`src/rtl/ppBridgePkg.sv`:
```
`default_nettype none

package ppBridgePkg;

        // serial bus geometry.
        localparam int cmdLenW  = 5;
        localparam int idxW     = 4;
        localparam int wordW    = 32;
        localparam int regCount = 16;
        localparam int idxBits  = 4;

        // frame kinds, taken from command bits 7:6.
        typedef enum logic [1:0] {
                opSetIndex = 2'b00,
                opWrite    = 2'b10,
                opRead     = 2'b11
        } bridgeOpT;

        typedef enum logic [3:0] {
                stIdle      = 4'h0,
                stWaitCmd   = 4'h1,
                stDecode    = 4'h2,
                stIdxHold   = 4'h3,
                stWrCollect = 4'h4,
                stWrByte    = 4'h5,
                stSerial    = 4'h6,
                stRdSerial  = 4'h7,
                stRdServe   = 4'h8,
                stRdByte    = 4'h9
        } parserStateT;

        // one serial frame request, parser to shifter.
        typedef struct packed {
                bridgeOpT             op;
                logic [cmdLenW-1:0]   len;
                logic [idxW-1:0]      idx;
                logic [wordW-1:0]     word;
        } serialJobT;

endpackage

`default_nettype wire
```
`src/rtl/serialLinkIf.sv`:
```
`timescale 1ns/1ps
`default_nettype none

interface serialLinkIf;
        import ppBridgePkg::*;

        logic     frameActive;
        bridgeOpT frameOp;
        logic     bitValid;
        logic     bitToTarget;
        // register bits on the way back during read frames.
        logic     bitToHost;

        modport bridge (
                output frameActive,
                output frameOp,
                output bitValid,
                output bitToTarget,
                input  bitToHost
        );

        modport target (
                input  frameActive,
                input  frameOp,
                input  bitValid,
                input  bitToTarget,
                output bitToHost
        );
endinterface

`default_nettype wire

```
`src/rtl/ppBridgeTop.sv`:
```
`timescale 1ns/1ps
`default_nettype none

module ppBridgeTop (
        input  logic       ICK,
        input  logic       RST,
        input  logic       nStb,
        input  logic       nAufd,
        input  logic [7:0] hostDataIn,
        output logic [7:0] hostDataOut,
        output logic       hostDataOe,
        output logic       busy
);
        import ppBridgePkg::*;

        logic             nStbS;
        logic             nAufdS;
        logic             jobValid;
        logic             jobReady;
        logic             jobDone;
        serialJobT        job;
        logic [wordW-1:0] readWord;

        serialLinkIf link ();

        strobeSync stbSync (.ICK, .RST, .pinN(nStb), .syncN(nStbS));

        strobeSync aufdSync (.ICK, .RST, .pinN(nAufd), .syncN(nAufdS));

        hostParser parser (
                .ICK, .RST,
                .nStbS, .nAufdS, .hostDataIn,
                .jobReady, .jobDone, .readWord,
                .job, .jobValid,
                .hostDataOut, .hostDataOe, .busy
        );

        serialShifter shifter (
                .ICK, .RST,
                .job, .jobValid,
                .jobReady, .jobDone, .readWord,
                .link(link.bridge)
        );

        indexRegFile regFile (.ICK, .RST, .link(link.target));
endmodule

`default_nettype wire

```
`src/rtl/indexRegFile.sv`:
```
`timescale 1ns/1ps
`default_nettype none

module indexRegFile (
        input  logic        ICK,
        input  logic        RST,
        serialLinkIf.target link
);
        import ppBridgePkg::*;

        logic [wordW-1:0]   regs [regCount];
        logic [idxW-1:0]    idxReg;
        // counts preamble and data bits, up to 37.
        logic [cmdLenW:0]   bitCnt;
        logic [cmdLenW-1:0] rdPtr;
        logic               inPre;

        assign inPre = (link.frameOp == opRead) && (bitCnt < (cmdLenW + 1)'(cmdLenW));

        // read bits go out from len downwards.
        assign link.bitToHost = regs[idxReg][rdPtr];

        always_ff @(posedge ICK or posedge RST) begin
                if (RST) begin
                        bitCnt <= '0;
                        rdPtr  <= '0;
                        idxReg <= '0;
                        for (int i = 0; i < regCount; i++)
                                regs[i] <= '0;
                end else if (!link.frameActive) begin
                        bitCnt <= '0;
                end else if (link.bitValid) begin
                        bitCnt <= bitCnt + 1'b1;
                        case (link.frameOp)
                        opSetIndex: idxReg <= {link.bitToTarget, idxReg[idxW-1:1]};
                        opWrite: begin
                                // first bit clears the rest of the word.
                                if (bitCnt == '0)
                                        regs[idxReg] <= {{(wordW - 1){1'b0}}, link.bitToTarget};
                                else
                                        regs[idxReg][bitCnt[cmdLenW-1:0]] <= link.bitToTarget;
                        end
                        opRead: begin
                                if (inPre)
                                        rdPtr <= {link.bitToTarget, rdPtr[cmdLenW-1:1]};
                                else
                                        rdPtr <= rdPtr - 1'b1;
                        end
                        default: ;
                        endcase
                end
        end

        // a set-index frame carries exactly four bits.
        assert property (@(posedge ICK) disable iff (RST)
                $fell(link.frameActive) && (link.frameOp == opSetIndex) |-> (bitCnt == idxBits))
                else $error("set-index frame did not carry four bits");
endmodule

`default_nettype wire

```
`src/rtl/serialShifter.sv`:
```
`timescale 1ns/1ps
`default_nettype none

module serialShifter (
        input  logic                           ICK,
        input  logic                           RST,
        input  ppBridgePkg::serialJobT         job,
        input  logic                           jobValid,
        output logic                           jobReady,
        output logic                           jobDone,
        output logic [ppBridgePkg::wordW-1:0]  readWord,
        serialLinkIf.bridge                    link
);
        import ppBridgePkg::*;

        typedef enum logic [2:0] {
                shIdle,
                shLead,
                shPre,
                shData,
                shDone
        } shiftStateT;

        shiftStateT         state;
        serialJobT          jobR;
        logic [cmdLenW-1:0] bitCnt;
        logic [cmdLenW-1:0] lenSh;
        logic [cmdLenW-1:0] lastIdx;
        logic               preLast;
        logic               dataLast;

        assign jobReady = (state == shIdle);
        assign jobDone  = (state == shDone);

        assign link.frameActive = (state == shLead) || (state == shPre) || (state == shData);
        assign link.bitValid    = (state == shPre) || (state == shData);
        assign link.frameOp     = jobR.op;

        // set-index frames always carry four bits.
        assign lastIdx  = (jobR.op == opSetIndex) ? cmdLenW'(idxBits - 1) : jobR.len;
        assign preLast  = (state == shPre) && (bitCnt == cmdLenW'(cmdLenW - 1));
        assign dataLast = (state == shData) && (bitCnt == lastIdx);

        always_comb begin
                link.bitToTarget = 1'b0;
                if (state == shPre)
                        link.bitToTarget = lenSh[0];
                else if ((state == shData) && (jobR.op == opWrite))
                        link.bitToTarget = jobR.word[bitCnt];
                else if ((state == shData) && (jobR.op == opSetIndex))
                        link.bitToTarget = jobR.idx[bitCnt[1:0]];
        end

        always_ff @(posedge ICK or posedge RST) begin
                if (RST) begin
                        state  <= shIdle;
                        bitCnt <= '0;
                end else begin
                        case (state)
                        shIdle: if (jobValid) state <= shLead;
                        shLead: begin
                                bitCnt <= '0;
                                // read frames lead with the length preamble.
                                state  <= (jobR.op == opRead) ? shPre : shData;
                        end
                        shPre: begin
                                if (preLast) begin
                                        bitCnt <= '0;
                                        state  <= shData;
                                end else begin
                                        bitCnt <= bitCnt + 1'b1;
                                end
                        end
                        shData: begin
                                if (dataLast)
                                        state <= shDone;
                                else
                                        bitCnt <= bitCnt + 1'b1;
                        end
                        default: state <= shIdle;
                        endcase
                end
        end

        always_ff @(posedge ICK) begin
                if (jobValid && jobReady) begin
                        jobR     <= job;
                        lenSh    <= job.len;
                        readWord <= '0;
                end else begin
                        if (state == shPre)
                                lenSh <= lenSh >> 1;
                        // top bit arrives first, so shift left.
                        if ((state == shData) && (jobR.op == opRead))
                                readWord <= {readWord[wordW-2:0], link.bitToHost};
                end
        end

        // the lead cycle comes before any bit.
        assert property (@(posedge ICK) disable iff (RST)
                $rose(link.frameActive) |-> !link.bitValid)
                else $error("frame started without its lead cycle");

        assert property (@(posedge ICK) disable iff (RST)
                (state == shData) |-> (bitCnt <= lastIdx))
                else $error("bit counter passed the end of the frame");
endmodule

`default_nettype wire

```
`src/rtl/hostParser.sv`:
```
`timescale 1ns/1ps
`default_nettype none

module hostParser (
        input  logic                           ICK,
        input  logic                           RST,
        input  logic                           nStbS,
        input  logic                           nAufdS,
        input  logic [7:0]                     hostDataIn,
        input  logic                           jobReady,
        input  logic                           jobDone,
        input  logic [ppBridgePkg::wordW-1:0]  readWord,
        output ppBridgePkg::serialJobT         job,
        output logic                           jobValid,
        output logic [7:0]                     hostDataOut,
        output logic                           hostDataOe,
        output logic                           busy
);
        import ppBridgePkg::*;

        parserStateT      state;
        parserStateT      nextState;
        bridgeOpT         cmdOp;
        logic [7:0]       cmd;
        logic [wordW-1:0] wrWord;
        logic [wordW-1:0] rdWord;
        logic [2:0]       wrCnt;
        logic [1:0]       rdCnt;
        logic             cmdLatch;
        logic             byteLatch;
        logic             rdUp;
        logic             issue;

        // bit 6 only matters once bit 7 is set.
        assign cmdOp = cmd[7] ? bridgeOpT'(cmd[7:6]) : opSetIndex;

        always_comb begin
                nextState = state;
                case (state)
                stIdle:      if (!nStbS) nextState = stWaitCmd;
                stWaitCmd:   if (!nAufdS) nextState = stDecode;
                stDecode: begin
                        if (nAufdS) begin
                                case (cmdOp)
                                opWrite: nextState = stWrCollect;
                                opRead:  nextState = stRdSerial;
                                default: nextState = stIdxHold;
                                endcase
                        end
                end
                stIdxHold:   if (nStbS) nextState = stSerial;
                stWrCollect: begin
                        if (nStbS)
                                nextState = stSerial;
                        else if (!nAufdS)
                                nextState = stWrByte;
                end
                stWrByte:    if (nAufdS) nextState = stWrCollect;
                stSerial:    if (jobDone) nextState = stIdle;
                stRdSerial:  if (jobDone) nextState = stRdServe;
                stRdServe: begin
                        if (nStbS)
                                nextState = stIdle;
                        else if (!nAufdS)
                                nextState = stRdByte;
                end
                stRdByte:    if (nAufdS) nextState = stRdServe;
                default:     nextState = stIdle;
                endcase
        end

        assign cmdLatch  = (state == stWaitCmd) && !nAufdS;
        assign byteLatch = (state == stWrCollect) && (nextState == stWrByte);
        assign rdUp      = (state == stRdByte) && nAufdS;
        assign issue     = ((nextState == stSerial) && (state != stSerial)) ||
                           ((nextState == stRdSerial) && (state != stRdSerial));

        assign hostDataOe  = (state == stRdByte);
        assign hostDataOut = rdWord[{rdCnt, 3'b000} +: 8];

        always_ff @(posedge ICK or posedge RST) begin
                if (RST) begin
                        state    <= stIdle;
                        jobValid <= 1'b0;
                        busy     <= 1'b0;
                        wrCnt    <= '0;
                        rdCnt    <= '0;
                end else begin
                        state <= nextState;
                        if (issue)
                                jobValid <= 1'b1;
                        else if (jobReady)
                                jobValid <= 1'b0;
                        // busy drops while read bytes are served.
                        if ((state == stIdle) && (nextState == stWaitCmd))
                                busy <= 1'b1;
                        else if ((nextState == stIdle) || (nextState == stRdServe))
                                busy <= 1'b0;
                        if (cmdLatch) begin
                                wrCnt <= '0;
                                rdCnt <= '0;
                        end else begin
                                if (byteLatch && (wrCnt != 3'd4))
                                        wrCnt <= wrCnt + 3'd1;
                                if (rdUp)
                                        rdCnt <= rdCnt + 2'd1;
                        end
                end
        end

        always_ff @(posedge ICK) begin
                if (cmdLatch) begin
                        cmd    <= hostDataIn;
                        wrWord <= '0;
                end else if (byteLatch && (wrCnt != 3'd4)) begin
                        wrWord[{wrCnt[1:0], 3'b000} +: 8] <= hostDataIn;
                end
                if (issue)
                        job <= '{op: cmdOp, len: cmd[4:0], idx: cmd[3:0], word: wrWord};
                if ((state == stRdSerial) && jobDone)
                        rdWord <= readWord;
        end

        // a pending job holds until the shifter takes it.
        assert property (@(posedge ICK) disable iff (RST)
                jobValid && !jobReady |=> jobValid && $stable(job))
                else $error("jobValid dropped or job changed before acceptance");

        assert property (@(posedge ICK) disable iff (RST)
                hostDataOe |-> !busy)
                else $error("hostDataOe high while busy");
endmodule

`default_nettype wire

```
`src/rtl/strobeSync.sv`:
```
`timescale 1ns/1ps
`default_nettype none

module strobeSync (
        input  logic ICK,
        input  logic RST,
        input  logic pinN,
        output logic syncN
);
        logic q0;
        logic q1;
        logic held;

        // follow the chain only once two samples agree.
        assign syncN = (q0 == q1) ? q1 : held;

        always_ff @(posedge ICK or posedge RST) begin
                if (RST) begin
                        q0   <= 1'b1;
                        q1   <= 1'b1;
                        held <= 1'b1;
                end else begin
                        q0   <= pinN;
                        q1   <= q0;
                        held <= syncN;
                end
        end
endmodule

`default_nettype wire

```
`config.mk`:
```
export PLATFORM = sky130hd
export DESIGN_NAME = ppBridgeTop
export DESIGN_NICKNAME = d
export VERILOG_FILES = /design/src/rtl/ppBridgePkg.sv /design/src/rtl/serialLinkIf.sv /design/src/rtl/ppBridgeTop.sv /design/src/rtl/indexRegFile.sv /design/src/rtl/serialShifter.sv /design/src/rtl/hostParser.sv /design/src/rtl/strobeSync.sv
export SDC_FILE = /design/constraint.sdc
export NUM_CORES = 2
export LEC_CHECK = 0
export BUFFER_PORTS_ARGS = -buffer_cell sky130_fd_sc_hd__buf_2
export CAP_MARGIN = 20
export CORE_ASPECT_RATIO = 0.5
export CORE_MARGIN = 2
export CORE_UTILIZATION = 62
export DETAILED_ROUTE_END_ITERATION = 7
export GPL_ROUTABILITY_DRIVEN = 0
export PLACE_DENSITY = 0.75
export SLEW_MARGIN = 20
export SYNTH_ARGS = -nofsm -noshare
export SYNTH_HDL_FRONTEND = slang
export SYNTH_SLANG_ARGS = --single-unit
```
`constraint.sdc`:
```
create_clock -name ICK -period 22.2 [get_ports ICK]
set_clock_uncertainty 0.05 [all_clocks]
set_input_delay 4.44 -clock ICK [delete_from_list [all_inputs] [get_ports ICK]]
set_output_delay 4.44 -clock ICK [all_outputs]
set_load 0.1 [all_outputs]
```
* Yosys cells after proc, flatten, opt, wreduce, memory -nomap -nowiden
Cells that the tools add are included.
Widths: inputs -> output; s select.
** Cells by class
- Add/sub/neg operators :: 6
- Order comparisons :: 8
- Equality and inequality tests :: 34
- Shifts and indexed selects :: 3
- Muxes and demuxes :: 61
- Bitwise logic cells :: 1
- Reduce and logical (&&, ||, !) cells :: 39
** Operators with widths (count)
- $bwmux 512 :: 2
- $mux 512 :: 1
- $demux 32 s4 :: 2
- $bmux 32 s4 :: 1
- $mux 32 :: 4
- $mux 4 :: 12
- $pmux 4 s10 :: 1
- $bwmux 32 :: 1
- $shift 8x7->32 const A :: 1
- $shiftx 32x6->8 :: 1
- $shiftx 8x7->32 :: 1
- $mux 5 :: 6
- $eq 4x3->1 const B :: 7
- $lt 5x6->1 const B :: 3
- $logic_and 1x1->1 :: 17
- $mux 3 :: 5
- $pmux 5 s3 :: 1
- $mux 1 :: 14
- $eq 4x4->1 const B :: 3
- $mux 6 :: 2
- $pmux 3 s4 :: 1
- $reduce_and 3->1 :: 4
- $bmux 1 s5 :: 2
- $reduce_bool 2->1 :: 5
- 37 further kinds :: 55
** Word-level totals
- Register bits after elaboration :: 747
- Input port bits :: 12
- Output and inout port bits :: 10
- Word-level logic and storage cells :: 197

* Longest topological paths before layout
- Word-level depth :: 10
- Gate-level depth with buffers :: 13
- Mapped depth without buffers :: 9

* By module
Synthesis repeated with hierarchy kept, for this count alone.
** Unflattened totals
- Cells, all modules :: 2945
- Area total of the unflattened synthesis :: 33298.2 µm²
** Modules (own cells, without submodules)
- indexRegFile :: times used 1, cells each 2282, area an instance 24536.0 µm², seq. area each 13187.6 µm²
- hostParser :: times used 1, cells each 330, area an instance 4808.4 µm², seq. area each 3258.1 µm²
- serialShifter :: times used 1, cells each 323, area an instance 3766.1 µm², seq. area each 2282.2 µm²
- strobeSync :: times used 2, cells each 5, area an instance 93.8 µm², seq. area each 78.8 µm²

* Least setup slack after synthesis
No wires, ideal clock.
- Path type :: register -> output
- Start :: register parser.state[2]
- End :: output hostDataOe
- Arrival time :: 1.916 ns
- Required time :: 17.710 ns
- Path slack :: 15.794 ns
- Stages on the path, launching flop included :: 3
- Path buffers :: 0
- Cell sequence :: dfrtp_1 > nand2b_1 > nor2_1
** On the way
- Word-level cells in the longest chain between the ends :: 1
** Ends and longest elaborated chain
- start, declared :: RTL line hostParser.sv:21 : parserStateT state;
- start signal, assigned :: RTL line hostParser.sv:83 : state <= stIdle;
- start signal, assigned :: RTL line hostParser.sv:89 : state <= nextState;
- $eq 4x4->1 :: RTL line hostParser.sv:78 : assign hostDataOe = (state == stRdByte);
- end, declared :: RTL line ppBridgeTop.sv:11 : output logic hostDataOe,
No other way between the ends.

* Final worst setup path
- Start :: register parser.rdCnt[0]
- End :: output hostDataOut[0]
** On the way
- Word-level cells in the longest chain between the ends :: 1
** Ends and longest elaborated chain
- start, declared :: RTL line hostParser.sv:28 : logic [1:0] rdCnt;
- start signal, assigned :: RTL line hostParser.sv:106 : rdCnt <= rdCnt + 2'd1;
- $shiftx 32x6->8 :: RTL line hostParser.sv:79 : assign hostDataOut = rdWord[{rdCnt, 3'b000} +: 8];
- end, declared :: RTL line ppBridgeTop.sv:10 : output logic [7:0] hostDataOut,
No other way between the ends.

==> impl_metrics.tcl <==
set metrics [dict create \
    status "completed" \
    cp-end-kind "output pin" \
    synth_top_cell_by_area "dfrtp_1" \
    drc 0 \
    ys_ff_latch 738 \
    cpPeakStageDelay_ns 0.72 \
    design.die.area_mm2 0.0548 \
    seq_area_frac_synth 0.573 \
    min_period_ns 6.76 \
    clock_path_buffers 3 \
    dp_hpwl_um 53400 \
    grt_pass1_vias 23800 \
    routed_wl_um 89500 \
    track_usage 0.332 \
    drtIter0Drc 3292 \
    htree_num_levels 2 \
    crit_arrival_ns 2.27 \
    wire_per_inst_um 24.7 \
    slowest_stage "dfrtp_1" \
    antenna_found_initial 2 \
    grt_pass1_wl_um 141000 \
    critPathTopFamily "flip-flops" \
    worstMarginPinSlew_ns 1.21 \
    drt_pass1_iterations 7 \
    worstReg2RegStart "regFile.idxReg[1]" \
    syn_area_per_cell_um2 11.0 \
    clock.fmax_ghz 0.148 \
    core_region_area_mm2 0.0521 \
    relSlewSlack 0.187 \
    cts_made_buffers 61 \
    startpoint_type "flop" \
    grt_setup_unrepaired "no" \
    holdPathStages 0 \
    clk_pin_slew_ns 0.07 \
    io_pins 22 \
    hold_end "aufdSync.q1" \
    reg2reg_depth 11 \
    hp-start "aufdSync.q0" \
    cts_setup_buffers 0 \
    netlist_area_mm2 0.0328 \
    synth-edff-count 122 \
    avgViaCountPerCell 6.89 \
    die_w_um 329 \
    crit_buf_inv 1 \
    grt_overflow 0 \
    ys_types 77 \
    grt_max_degree 128 \
    cts_tree "yes" \
    syn-num-nets 3014 \
    worstSetupPathType "reg2out" \
    portBuffers 21 \
    synth-main-ff-cell "dfrtp_1" \
    worst_ep_required_time_ns 17.71 \
    fin_tns_setup_ns 0 \
    drv_cap 0 \
    start_util 0.629 \
    path_cells "mux4_2, buf_2" \
    rr_endpoint "shifter.readWord[0]" \
    synth.yosys.warnings 0 \
    ctsResizeCount 0 \
    slew_viol_final 0 \
    hold_class "reg2reg" \
    root_buffer "clkbuf_16" \
    power_mw 3.92 \
    synthDominantCellAreaShare 0.417 \
    r2r_slack_ns 16.74 \
    vdd_drop_max_mv 0.0934 \
    leakage_nw 13.8 \
    clk_latency_ns 0.63 \
    drive_gt1_frac 0.118 \
    vias 24900 \
    synth_cells 2989 \
    powerDensity_mw_per_mm2 111 \
    cts_sinks 738 \
    period_share 0.305 \
    yosys-top-cells-area "dfrtp_1 42%, o21ai_0 16%, edfxtp_1 11%" \
    num_rows 59 \
    area_growth_pct 7.42 \
    setup_viol 0 \
    finalHoldViolCount 0 \
    hold_buffers 0 \
    fin_nets 2886 \
    critPathMaxFanout 10 \
    ant_nets 0 \
    fp.dieH_um 167 \
    async_flop_share 0.748 \
]
-- worst register-to-register path, stage by stage, from the launching register on --
cell      delay (ns)
dfrtp_4         0.73
buf_4           0.82
buf_4           0.87
buf_4           0.66
mux4_2          0.45
mux2_2          0.29
a221oi_1        0.58
a211oi_1        0.12
a31oi_1         0.43
nand2_1         0.14
nand4_1         0.12
o21ai_0         0.08
-- layout by cell type (no fill, tap or decap), types with 16 or more instances in the layout --
| cell | count |
|---|---|
| a22oi_1 | 20 |
| dfxtp_1 | 64 |
| o21ai_0 | 1022 |
| nand3_1 | 69 |
| dfrtp_1 | 543 |
| o22ai_1 | 16 |
| clkbuf_16 | 63 |
| nand2_1 | 209 |
| mux4_2 | 114 |
| nor2_1 | 78 |
| a21oi_1 | 88 |
| buf_4 | 48 |
| o31ai_1 | 21 |
| o21ai_1 | 20 |
| edfxtp_1 | 122 |
| buf_2 | 21 |
| mux2i_1 | 65 |
| and2_1 | 16 |
-- layer usage --
metal / track usage / wire, µm / vias to the layer above
li1: - / - / 10700
met3: 0.0987 / 11300 / 285
met4: 0.112 / 3450 / 4
met2: 0.484 / 38800 / 1474
met5: 0 / 27 / -
met1: 0.481 / 35900 / 12400
-- final cells by class --
class | instances | area (µm²)
diodes | 1 | 2.50
clock buffers | 85 | 1760
clock inverters | 31 | 357
fillers | 3824 | 16900
inverters | 18 | 75.1
multi-input cells | 1971 | 12800
flip-flops and latches | 738 | 18800
well taps | 701 | 877
repair buffers | 71 | 504
-- stage by stage --
stage	cells	util	cell area (µm²)	hold slack, ns	worst slack [ns]
2_1_floorplan	2989	-	32800	0.306	2.29
3_3_place_gp	3498	0.634	33000	0.310	15.24
3_5_place_dp	3498	0.634	33000	0.314	15.20
4_1_cts	3614	0.674	35100	0.324	15.38
5_1_grt	3615	0.675	35200	0.328	15.32
6_report	3616	0.675	35200	0.323	15.44
-- cells in the mapped netlist, types with 9 or more instances --
cell / number
clkbuf_2: 17
dfrtp_1: 546
o31ai_1: 21
o21ai_1: 20
inv_1: 16
dfxtp_1: 64
ha_1: 13
nand3b_1: 9
a22oi_1: 20
nand3_1: 73
buf_6: 10
mux4_2: 114
o22ai_1: 16
and2_1: 17
edfxtp_1: 122
mux2i_1: 65
nor2_1: 82
nor2b_1: 16
nand4_1: 15
a211oi_1: 10
o21ai_0: 1022
nand2_1: 210
mux2_2: 11
nand2b_1: 15
a21oi_1: 89
buf_1: 11
buf_2: 36
clkbuf_1: 182
nor3_1: 14
-- how the worst max path moves through the flow --
stage                               start                end  slack (ns)  cells after the start
after floorplan                       RST        parser.busy        2.29                      1
after global placement                RST  regFile.regs[119]       15.24                      4
after detailed placement              RST   regFile.regs[63]       15.20                      4
after CTS                 parser.rdCnt[0]     hostDataOut[0]       15.38                      2
after global routing      parser.rdCnt[0]     hostDataOut[0]       15.32                      2
final                     parser.rdCnt[0]     hostDataOut[0]       15.44                      2
-- where the power goes --
part / internal (mW) / switching (mW) / leakage, nW / total, mW
Clock: 0.636 / 0.509 / 1.03 / 1.15
Combinational: 0.285 / 0.833 / 3.47 / 1.12
Sequential: 1.54 / 0.116 / 9.26 / 1.66
Total: 2.46 / 1.46 / 13.8 / 3.92
-- sequential cells by signal, summed over array words and instances, names as in the netlist, 3 cells and up --
register,flops
parser.wrCnt,3
parser.cmd,7
shifter.state,3
shifter.lenSh,5
regFile.bitCnt,6
parser.wrWord,32
parser.rdWord,32
parser.job,39
parser.state,4
shifter.readWord,32
shifter.bitCnt,5
regFile.rdPtr,5
regFile.regs,512
regFile.idxReg,4
shifter.jobR,37
-- cell families after synthesis --
| group | after synthesis | share of synthesized area |
|---|---|---|
| buf+inv | 280 | 0.0375 |
| fa+ha+maj | 15 | 0.00561 |
| xor+xnor | 13 | 0.00348 |
| compound gates | 1254 | 0.203 |
| mux | 195 | 0.106 |
| flops | 738 | 0.573 |
| simple gates | 494 | 0.0719 |
Power figures use the tool's default switching activity.
